<file path="src/source/alu_settings.svh">
`ifndef ALU_SETTINGS_SVH
`define ALU_SETTINGS_SVH

// operand and result width, the core is a byte-wide ALU
`define ALU_DATA_W 8

// opcode field width, the top opcode is 31
`define ALU_OP_W 5

// wishbone word address width, six registers used out of eight
`define ALU_ADR_W 3

// register offsets on the wishbone word address
`define ALU_REG_X     3'd0
`define ALU_REG_Y     3'd1
`define ALU_REG_OP    3'd2
`define ALU_REG_CMD   3'd3
`define ALU_REG_RES   3'd4
`define ALU_REG_FLAGS 3'd5

`endif

</file>
<file path="src/source/alu_pkg.sv">
`include "alu_settings.svh"

package alu_pkg;

    // one operand or result byte
    typedef logic [`ALU_DATA_W-1:0] alu_data_t;

    // wishbone word address
    typedef logic [`ALU_ADR_W-1:0] alu_adr_t;

    // supported opcodes, numbered as on the CPU control word
    // gaps in the numbering are undefined and flagged as illegal by the core
    typedef enum logic [`ALU_OP_W-1:0] {
        op_a         = 5'd0,
        op_b         = 5'd1,
        op_zero      = 5'd2,
        op_neg_a     = 5'd3,
        op_neg_b     = 5'd4,
        op_a_inc     = 5'd5,
        op_b_inc     = 5'd6,
        op_a_dec     = 5'd7,
        op_b_dec     = 5'd8,
        // the three carry-in opcodes below use the active-low cin_n
        op_a_plus_b  = 5'd9,
        op_a_minus_b = 5'd10,
        op_b_minus_a = 5'd11,
        // multiply gives a 16-bit product, one byte per opcode
        op_mul_hi    = 5'd16,
        op_mul_lo    = 5'd17,
        op_and       = 5'd25,
        op_or        = 5'd26
    } alu_op_e;

endpackage

</file>
<file path="src/source/alu_core.sv">
`timescale 1ns/1ps

`include "alu_settings.svh"

module alu_core (
    input  alu_pkg::alu_data_t   x,
    input  alu_pkg::alu_data_t   y,
    input  logic [`ALU_OP_W-1:0] op,
    input  logic                 force_pass_x,
    input  logic                 force_x_zero,
    input  logic                 cin_n,
    output alu_pkg::alu_data_t   result,
    output logic                 carry_out_n,
    output logic                 zero_n,
    output logic                 illegal
);

    import alu_pkg::*;

    alu_data_t               x_eff;
    alu_op_e                 op_eff;
    logic [`ALU_DATA_W:0]    x9;
    logic [`ALU_DATA_W:0]    y9;
    logic [`ALU_DATA_W:0]    cin9;
    logic [`ALU_DATA_W:0]    sum9;
    logic [2*`ALU_DATA_W-1:0] product;

    // the two forcing controls replace the bus transceivers of the CPU
    // x forced to zero also applies under pass-x
    assign x_eff  = force_x_zero ? '0 : x;
    assign op_eff = force_pass_x ? op_a : alu_op_e'(op);

    // all carry arithmetic is done one bit wider than the data
    assign x9   = {1'b0, x_eff};
    assign y9   = {1'b0, y};

    // carry-in is active low on the flag register
    assign cin9 = {{`ALU_DATA_W{1'b0}}, ~cin_n};

    assign product = {{`ALU_DATA_W{1'b0}}, x_eff} * {{`ALU_DATA_W{1'b0}}, y};

    always_comb begin
        result  = '0;
        sum9    = '0;
        illegal = 1'b0;
        case (op_eff)
            op_a: begin
                result = x_eff;
            end
            op_b: begin
                result = y;
            end
            op_zero: begin
                result = '0;
            end
            op_neg_a: begin
                sum9   = -x9;
                result = sum9[`ALU_DATA_W-1:0];
            end
            op_neg_b: begin
                sum9   = -y9;
                result = sum9[`ALU_DATA_W-1:0];
            end
            op_a_inc: begin
                sum9   = x9 + (`ALU_DATA_W+1)'(1);
                result = sum9[`ALU_DATA_W-1:0];
            end
            op_b_inc: begin
                sum9   = y9 + (`ALU_DATA_W+1)'(1);
                result = sum9[`ALU_DATA_W-1:0];
            end
            op_a_dec: begin
                sum9   = x9 - (`ALU_DATA_W+1)'(1);
                result = sum9[`ALU_DATA_W-1:0];
            end
            op_b_dec: begin
                sum9   = y9 - (`ALU_DATA_W+1)'(1);
                result = sum9[`ALU_DATA_W-1:0];
            end
            op_a_plus_b: begin
                sum9   = x9 + y9 + cin9;
                result = sum9[`ALU_DATA_W-1:0];
            end
            op_a_minus_b: begin
                // a borrow shows up in bit 8 and chains like an add carry
                sum9   = x9 - y9 - cin9;
                result = sum9[`ALU_DATA_W-1:0];
            end
            op_b_minus_a: begin
                sum9   = y9 - x9 - cin9;
                result = sum9[`ALU_DATA_W-1:0];
            end
            op_mul_hi: begin
                result = product[2*`ALU_DATA_W-1:`ALU_DATA_W];
            end
            op_mul_lo: begin
                result = product[`ALU_DATA_W-1:0];
            end
            op_and: begin
                result = x_eff & y;
            end
            op_or: begin
                result = x_eff | y;
            end
            default: begin
                // an undefined opcode keeps the result at 0 and raises the flag
                illegal = 1'b1;
            end
        endcase
    end

    // non-arithmetic opcodes leave sum9 at 0 and report no carry
    assign carry_out_n = ~sum9[`ALU_DATA_W];

    // zero_n is high while the result has any bit set
    assign zero_n = (result != '0);

endmodule

</file>
<file path="src/source/alu_regs.sv">
`timescale 1ns/1ps

`include "alu_settings.svh"

module alu_regs (
    input  logic                 clk,
    input  logic                 arst_n,
    input  logic                 wb_cyc,
    input  logic                 wb_stb,
    input  logic                 wb_we,
    input  alu_pkg::alu_adr_t    wb_adr,
    input  alu_pkg::alu_data_t   wb_dat_w,
    output alu_pkg::alu_data_t   wb_dat_r,
    output logic                 wb_ack,
    output alu_pkg::alu_data_t   x,
    output alu_pkg::alu_data_t   y,
    output logic [`ALU_OP_W-1:0] op,
    output logic                 force_pass_x,
    output logic                 force_x_zero,
    output logic                 cin_n,
    input  alu_pkg::alu_data_t   result,
    input  logic                 carry_out_n,
    input  logic                 zero_n,
    input  logic                 illegal
);

    import alu_pkg::*;

    alu_data_t res_q;
    logic      carry_out_n_q;
    logic      zero_n_q;
    logic      illegal_q;
    logic      wr_en;

    // ack follows the first sampled strobe by one clock and lasts one cycle
    always_ff @(posedge clk or negedge arst_n) begin
        if (!arst_n) begin
            wb_ack <= 1'b0;
        end else begin
            wb_ack <= wb_cyc & wb_stb & ~wb_ack;
        end
    end

    // writes land on the ack edge
    assign wr_en = wb_cyc & wb_stb & wb_we & wb_ack;

    always_ff @(posedge clk or negedge arst_n) begin
        if (!arst_n) begin
            x             <= '0;
            y             <= '0;
            op            <= '0;
            force_pass_x  <= 1'b0;
            force_x_zero  <= 1'b0;
            cin_n         <= 1'b1;
            res_q         <= '0;
            carry_out_n_q <= 1'b1;
            zero_n_q      <= 1'b1;
            illegal_q     <= 1'b0;
        end else if (wr_en) begin
            case (wb_adr)
                `ALU_REG_X: x <= wb_dat_w;
                `ALU_REG_Y: y <= wb_dat_w;
                `ALU_REG_OP: begin
                    op           <= wb_dat_w[`ALU_OP_W-1:0];
                    force_pass_x <= wb_dat_w[5];
                    force_x_zero <= wb_dat_w[6];
                end
                `ALU_REG_CMD: begin
                    // snapshot of the core, carry is fed back for the next byte
                    res_q         <= result;
                    carry_out_n_q <= carry_out_n;
                    zero_n_q      <= zero_n;
                    illegal_q     <= illegal;
                    cin_n         <= carry_out_n;
                end
                `ALU_REG_FLAGS: cin_n <= wb_dat_w[0];
                default: ;
            endcase
        end
    end

    // read data is only driven during the ack cycle
    always_comb begin
        wb_dat_r = '0;
        if (wb_ack) begin
            case (wb_adr)
                `ALU_REG_X:     wb_dat_r = x;
                `ALU_REG_Y:     wb_dat_r = y;
                `ALU_REG_OP:    wb_dat_r = alu_data_t'({force_x_zero, force_pass_x, op});
                `ALU_REG_RES:   wb_dat_r = res_q;
                `ALU_REG_FLAGS: begin
                    wb_dat_r = alu_data_t'({illegal_q, zero_n_q, carry_out_n_q, cin_n});
                end
                default:        wb_dat_r = '0;
            endcase
        end
    end

endmodule

</file>
<file path="src/source/alu_unit_top.sv">
`timescale 1ns/1ps

`include "alu_settings.svh"

module alu_unit_top (
    input  logic               clk,
    input  logic               arst_n,
    input  logic               wb_cyc,
    input  logic               wb_stb,
    input  logic               wb_we,
    input  alu_pkg::alu_adr_t  wb_adr,
    input  alu_pkg::alu_data_t wb_dat_w,
    output alu_pkg::alu_data_t wb_dat_r,
    output logic               wb_ack
);

    import alu_pkg::*;

    // register fields steering the core
    alu_data_t            x;
    alu_data_t            y;
    logic [`ALU_OP_W-1:0] op;
    logic                 force_pass_x;
    logic                 force_x_zero;
    logic                 cin_n;

    // combinational core outputs, captured on a CMD write
    alu_data_t            result;
    logic                 carry_out_n;
    logic                 zero_n;
    logic                 illegal;

    alu_regs regs_i (
        .clk          (clk),
        .arst_n       (arst_n),
        .wb_cyc       (wb_cyc),
        .wb_stb       (wb_stb),
        .wb_we        (wb_we),
        .wb_adr       (wb_adr),
        .wb_dat_w     (wb_dat_w),
        .wb_dat_r     (wb_dat_r),
        .wb_ack       (wb_ack),
        .x            (x),
        .y            (y),
        .op           (op),
        .force_pass_x (force_pass_x),
        .force_x_zero (force_x_zero),
        .cin_n        (cin_n),
        .result       (result),
        .carry_out_n  (carry_out_n),
        .zero_n       (zero_n),
        .illegal      (illegal)
    );

    alu_core core_i (
        .x            (x),
        .y            (y),
        .op           (op),
        .force_pass_x (force_pass_x),
        .force_x_zero (force_x_zero),
        .cin_n        (cin_n),
        .result       (result),
        .carry_out_n  (carry_out_n),
        .zero_n       (zero_n),
        .illegal      (illegal)
    );

endmodule
</file>
<file path="config.mk">
export PLATFORM = sky130hd
export DESIGN_NAME = alu_unit_top
export DESIGN_NICKNAME = d
export VERILOG_FILES = /design/src/source/alu_pkg.sv /design/src/source/alu_core.sv /design/src/source/alu_regs.sv /design/src/source/alu_unit_top.sv
export VERILOG_INCLUDE_DIRS = /design/src /design/src/source
export SDC_FILE = /design/constraint.sdc
export NUM_CORES = 1
export LEC_CHECK = 0
export ABC_AREA = 1
export BUFFER_PORTS_ARGS = -buffer_cell sky130_fd_sc_hd__buf_4
export CORE_MARGIN = 5
export CORE_UTILIZATION = 48
export CTS_BUF_LIST = sky130_fd_sc_hd__clkbuf_4 sky130_fd_sc_hd__clkbuf_8 sky130_fd_sc_hd__clkbuf_16
export DETAILED_ROUTE_END_ITERATION = 10
export PLACE_DENSITY = 0.73
export SLEW_MARGIN = 25
export SYNTH_ARGS = -nofsm -noshare
export SYNTH_HDL_FRONTEND = slang
export SYNTH_HIERARCHICAL = 1
export SYNTH_SLANG_ARGS = --single-unit
</file>
<file path="constraint.sdc">
create_clock -name clk -period 4.53 [get_ports clk]
set_input_delay 0.453 -clock clk [delete_from_list [all_inputs] [get_ports clk]]
set_output_delay 0.453 -clock clk [all_outputs]
set_load 0.01 [all_outputs]
</file>
== Yosys cells after proc, flatten, opt, wreduce, memory -nomap -nowiden ==
Index checks and enable logic that the tools add are counted.

* Add/sub/neg operators: 12
* $mul: 1
* Equal/unequal tests: 20
* Multiplexer cells: 8
* Bitwise logic cells: 9
* Reductions and logical operators: 10

{| class="wikitable"
|+ Operators with widths
! operator !! count
|-
| one-hot mux 8 bit (15 select lines) || 1
|-
| one-hot mux 9 bit (9 select lines) || 1
|-
| one-hot mux 8 bit (5 select lines) || 1
|-
| == test 5 x 3 -> 1 bit (second input constant) || 4
|-
| == test 5 x 4 -> 1 bit (second input constant) || 4
|-
| == test 5 bit (second input constant) || 4
|-
| adder 8 x 1 -> 9 bit (second input constant) || 2
|-
| negation 8 -> 9 bit || 2
|-
| subtractor 8 x 1 -> 9 bit (second input constant) || 2
|-
| subtractor 8 x 8 -> 9 bit || 2
|-
| subtractor 9 x 1 -> 9 bit || 2
|-
| multiplier 8 x 8 -> 16 bit || 1
|-
| two-way mux 8 bit || 2
|-
| OR reduction 16 bit || 1
|-
| == test 5 x 2 -> 1 bit (second input constant) || 2
|-
| AND reduction 2 bit || 5
|-
| adder 8 x 8 -> 9 bit || 1
|-
| adder 9 x 1 -> 9 bit || 1
|-
| bitwise AND 8 bit || 1
|-
| bitwise OR 8 bit || 1
|-
| nonzero test 8 bit || 1
|-
| == test 3 x 2 -> 1 bit (second input constant) || 2
|-
| == test 3 bit (second input constant) || 2
|-
| == test 5 x 1 -> 1 bit (second input constant) || 1
|-
| 9 further kinds || 14
|}

* Register bits after elaboration: 36
* Input port bits: 16
* Output and inout bits: 9
* Word-level logic and storage cells: 71

== Depth between registers and ports, before layout ==
* Depth in word-level cells: 6
* Mapped depth: 28
* Depth with buffers taken out: 28

== Hierarchy ==
Netlist, hierarchy kept.

{| class="wikitable"
|+ By module, submodules not included
! module !! times used !! cells each !! area each (µm²) !! sequential area each (µm²)
|-
| alu_core || 1 || 931 || 5312.6 || 0.0
|-
| alu_regs || 1 || 226 || 1865.5 || 904.6
|}

== Worst setup path after synthesis ==
No wires, ideal clock.

* Path kind: reg2reg
* From: reg regs_i.force_x_zero
* To: reg regs_i.zero_n_q
* Library setup time: 76 ps
* Arrival time: 4625 ps
* Required time: 4454 ps
* Setup slack: -171 ps
* Cell stages (with the launch flop): 27
* Buffers on the path: 1
* Clock period less this slack: 4701 ps
* Path through: dfrtp_1 -> inv_2 -> nand2_1 -> buf_2 -> inv_1 -> nand2_1 -> fa_1 -> fa_1 -> inv_1 -> fa_1 -> inv_1 -> fa_1 -> inv_1 -> ha_1 -> nand2_1 -> nor2_1 -> nand2_1 -> nand2_1 -> nand2_1 -> nand3_1 -> nand3_1 -> nor2_1 -> nand2_1 -> nor2_1 -> nand3_1 -> nand3_1 -> nand2_1

* Cells in the longest elaborated chain, start to end: 5
* Elaborated cells on any way between the ends: 15
* Those cells by class: add/sub (9); mul (1); mux (2); bitwise (2); reduce/logical (1)

{| class="wikitable"
|+ Ends and longest elaborated chain
! what !! RTL line !! text
|-
| from (decl) || alu_regs.sv:19 || <nowiki>output logic force_x_zero,</nowiki>
|-
| from (signal assigned) || alu_regs.sv:66 || <nowiki>force_x_zero <= wb_dat_w[6];</nowiki>
|-
| two-way mux 8 bit (*) || alu_core.sv:30 || <nowiki>assign x_eff = force_x_zero ? '0 : x;</nowiki>
|-
| parallel branches: the longest is 2 deep, another holds multiplier 8 x 8 -> 16 bit || - ||
|-
| one-hot mux 8 bit (15 select lines) (*) || alu_core.sv:46 || <nowiki>case (op_eff)</nowiki>
|-
| nonzero test 8 bit (*) || alu_core.sv:116 || <nowiki>assign zero_n = (result != '0);</nowiki>
|-
| net zero_n || alu_unit_top.sv:30 || <nowiki>logic zero_n;</nowiki>
|-
| to (signal assigned) || alu_regs.sv:72 || <nowiki>zero_n_q <= zero_n;</nowiki>
|-
| to (decl) || alu_regs.sv:31 || <nowiki>logic zero_n_q;</nowiki>
|}

Mark *: on every way through the listed nets, which the timed path passes.
A chain may end at the register's enable or synchronous reset.

== Final worst setup path ==
* From: reg regs_i.force_x_zero
* To: reg regs_i.zero_n_q

* Cells in the longest elaborated chain, start to end: 5
* Elaborated cells on any way between the ends: 15
* Those cells by class: add/sub (9); mul (1); mux (2); bitwise (2); reduce/logical (1)

{| class="wikitable"
|+ Ends and longest elaborated chain
! what !! RTL line !! text
|-
| two-way mux 8 bit (*) || alu_core.sv:30 ||
|-
| parallel branches: the longest is 2 deep, another holds multiplier 8 x 8 -> 16 bit || - ||
|-
| one-hot mux 8 bit (15 select lines) (*) || alu_core.sv:46 ||
|-
| net result[5] || alu_unit_top.sv:28 || <nowiki>alu_data_t result;</nowiki>
|-
| nonzero test 8 bit (*) || alu_core.sv:116 ||
|-
| net zero_n || alu_unit_top.sv:30 ||
|}

Marks and branches as above.

==> summary.txt <==
Status
  • Status: finished clean

Routing
  • First-pass detailed-route iteration total: 9
  • Iteration-0 DRC Markers: 847
  • Post-route ant nets: 0
  • Via-to-Cell Ratio: 5.61
  • Wire per inst: 18.1 µm
  • DR vias: 8171
  • DRC: 0
  • Routed WL: 26400 µm

Placement
  • Routability cong.: 1.10
  • DP HPWL: 20400 µm
  • Place WS: -0.211 ns
  • Port Buffers: 24

Worst setup path
  • Slowest stage cell, crit path: fa_1
  • Cell family with most CP delay: adder cells
  • CP Launch Type: register
  • Crit-path max FO: 7
  • Register-to-register setup slack: 0.03 ns
  • Critical R2R Capture: regs_i/zero_n_q
  • Kind of critical path: register to register
  • CP most frequent cell: nand3_2
  • Crit path from: regs_i/force_x_zero
  • Worst r2r src: regs_i/force_x_zero
  • Required @ worst endpoint: 4.74 ns
  • CP cell instances: clkinv_4 -> nand2_8 -> buf_4 -> nor2_1 -> fa_1 -> fa_1 -> fa_1 -> inv_1 -> fa_1 -> inv_2 -> ha_4 -> nand2_4 -> nor2_4 -> nand3_2 -> nand3_2 -> nand2_2 -> nand3_2 -> nand2_1 -> inv_1 -> nand3_2 -> nor2_2 -> nand3_2 -> nand3_2 -> nand2_1
  • Worst endpoint data arrival time: 4.71 ns
  • CP Buf/Inv Count: 5
  • Worst stage delay on the critical path: 0.57 ns
  • Critical Path Sink Type: register
  • Path depth of the worst reg2reg path: 24

Synthesis
  • Post-synth EDFFs: 0
  • Synth Register Bits: 36
  • Prevailing post-synth register cell: dfrtp_1
  • Async SR Flop Fraction: 100%
  • Post-synth top area cell: nand2_1
  • Netlist Area Pre-Place: 0.00718 mm²
  • Synth warn: 6
  • Sequential share of the synthesized area: 12.6%
  • Synth Net Count: 1297
  • Synth top area cells: nand2_1, ha_1, fa_1, dfrtp_1, inv_1
  • Count of cell types in the netlist: 40
  • Post-Syn Instances: 1157
  • Avg Inst Size Synth: 6.20 µm²
  • Share of the synthesized area in the top cell type: 18.3%

Clock network
  • Clk_lat worst skew: 0.28 ns
  • H-Tree Depth: 2
  • Clock tree from TritonCTS: yes
  • Clock Sink Count: 36
  • Clock-pin transition on the worst setup and hold timing paths: 0.06 ns
  • CTS buffer count: 5
  • Longest Clk Path Bufs: 2
  • Hold Buf Count CTS: 0
  • Root buffer cell: clkbuf_16

Global routing
  • Number of global-route vias before repair: 7571
  • GR Util All Layers: 28.7%
  • First-pass GRT wire length: 40300 µm
  • Grt ovf: 0
  • Largest net degree at the start of global routing: 37
  • Antenna violations before repair: 0

STA
  • Fin crit share: 99.3%
  • Max-slew headroom: 36.3%
  • Hold Violations, Final: 0
  • Final Critical Period: 4.50 ns
  • Unrepaired setup endpoints after global routing: true
  • Clock skew: 0.00375 ns
  • Setup violations, final: 0
  • Max-slew violations: 0
  • Fmax achieved: 222 MHz
  • Slew at the pin with the worst max-slew slack: 0.952 ns
  • Setup ws final: 0.0301 ns

Pwr
  • Standby leakage power: 4.94 nW
  • Peak VDD IR: 0.188 mV
  • Power Density: 182 mW/mm²

Finish
  • Filler cell count: 1362
  • Synthesis-to-finish area growth: 25.8%
  • Final core utilization: 61.9%
  • Most frequent cells in the layout: nand2_1, inv_1, nor2_1
  • # nets final: 1411
  • Share of cells above drive strength 1: 23.1%
  • Commonest non-fill, non-tap cell in the layout: nand2_1
  • Ant diodes: 0

Die
  • Die area: 0.0175 mm²
  • Row count: 44
  • Core area: 0.0146 mm²
  • Initial core utilization: 49.2%
  • DIE WIDTH: 132 µm
  • IO Count: 25
  • Die Y-Extent: 132 µm

Run
  • Max-cap violations: 0

Worst hold path
  • HP Class: input pin to asynchronous set/reset pin
## where the power goes
group	total [mW]	leakage (nW)	internal [mW]	switching, mW
registers	0.380	0.483	0.346	0.0347
clock network	0.358	0.0736	0.225	0.133
logic	0.902	4.38	0.337	0.564
total	1.64	4.94	0.908	0.732
## cell families (layout without fill, tap and decap cells)
kind of cell	after synthesis	after routing	synth area share, %
buffers and inverters	207	322	11.9
XOR/XNOR	9	9	1.10
flip-flops	36	36	12.6
adder cells (fa/ha/maj)	124	124	26.0
AO/OA/AOI/OAI	83	83	6.62
AND/OR/NAND/NOR	698	698	41.8
## registers in the layout, indices dropped and copies added, names as in the netlist
register,flops
regs_i/force_x_zero,1
regs_i/res_q,8
regs_i/y,8
regs_i/x,8
regs_i/illegal_q,1
regs_i/wb_ack,1
regs_i/force_pass_x,1
regs_i/carry_out_n_q,1
regs_i/zero_n_q,1
regs_i/cin_n,1
regs_i/op,5
## how the worst max path moves through the flow
stage / to / depth (start not counted)
2_1_floorplan: regs_i/zero_n_q / 26
3_3_place_gp: regs_i/zero_n_q / 25
3_5_place_dp: regs_i/zero_n_q / 25
4_1_cts: regs_i/zero_n_q / 25
5_1_grt: regs_i/zero_n_q / 28
6_report: regs_i/zero_n_q / 24
## per-stage QoR
step	cells	hold slack [ns]	area [µm²]	TNS (ns)	power (mW)
after floorplan	1157	0.157	7190	0	0.898
after global placement	1430	0.436	8100	-0.301	1.17
after detailed placement	1430	0.436	8100	-0.711	1.18
after CTS	1449	0.131	8660	0	1.58
after global routing	1456	0.159	9030	-0.898	1.76
final	1456	0.128	9030	0	1.64
## cell usage after synthesis, drive strengths merged (2+ instances only)
cell type,number
a21oi,18
buf,19
clkbuf,3
clkinv,11
dfrtp,33
dfstp,3
fa,42
ha,82
inv,174
nand2,357
nand3,126
nand3b,7
nand4,25
nor2,168
nor3,6
o211ai,3
o21ai,54
o22ai,2
or2,8
xor2,8
## metal layers
layer | vias up | GRT usage [%] | part of all wire, %
met1 | 3767 | 39.7 | 41
met4 | 0 | 10.2 | 4.4
met2 | 450 | 44.3 | 44
met3 | 84 | 6.07 | 11
li1 | 3870 | - | -
met5 | - | 0 | 0
## final cells by class
cell class              instances  area, µm²  share of cell area (%)
repair buffers                129       1030                    11.4
clock inverters                 1       7.51                  0.0832
inverters                     185        726                    8.04
well taps                     184        230                    2.55
clock buffers                   7        146                    1.62
multi-input cells             914       5980                    66.3
flip-flops and latches         36        906                    10.0
## repair_timing
| action | in CTS | in global routing |
|---|---|---|
| resized for setup | 70 | 85 |
| pin swaps | 30 | 69 |
| setup endpoints to repair | 9 | 9 |
| setup buffers | 11 | 7 |
Power figures use the tool's default switching activity.
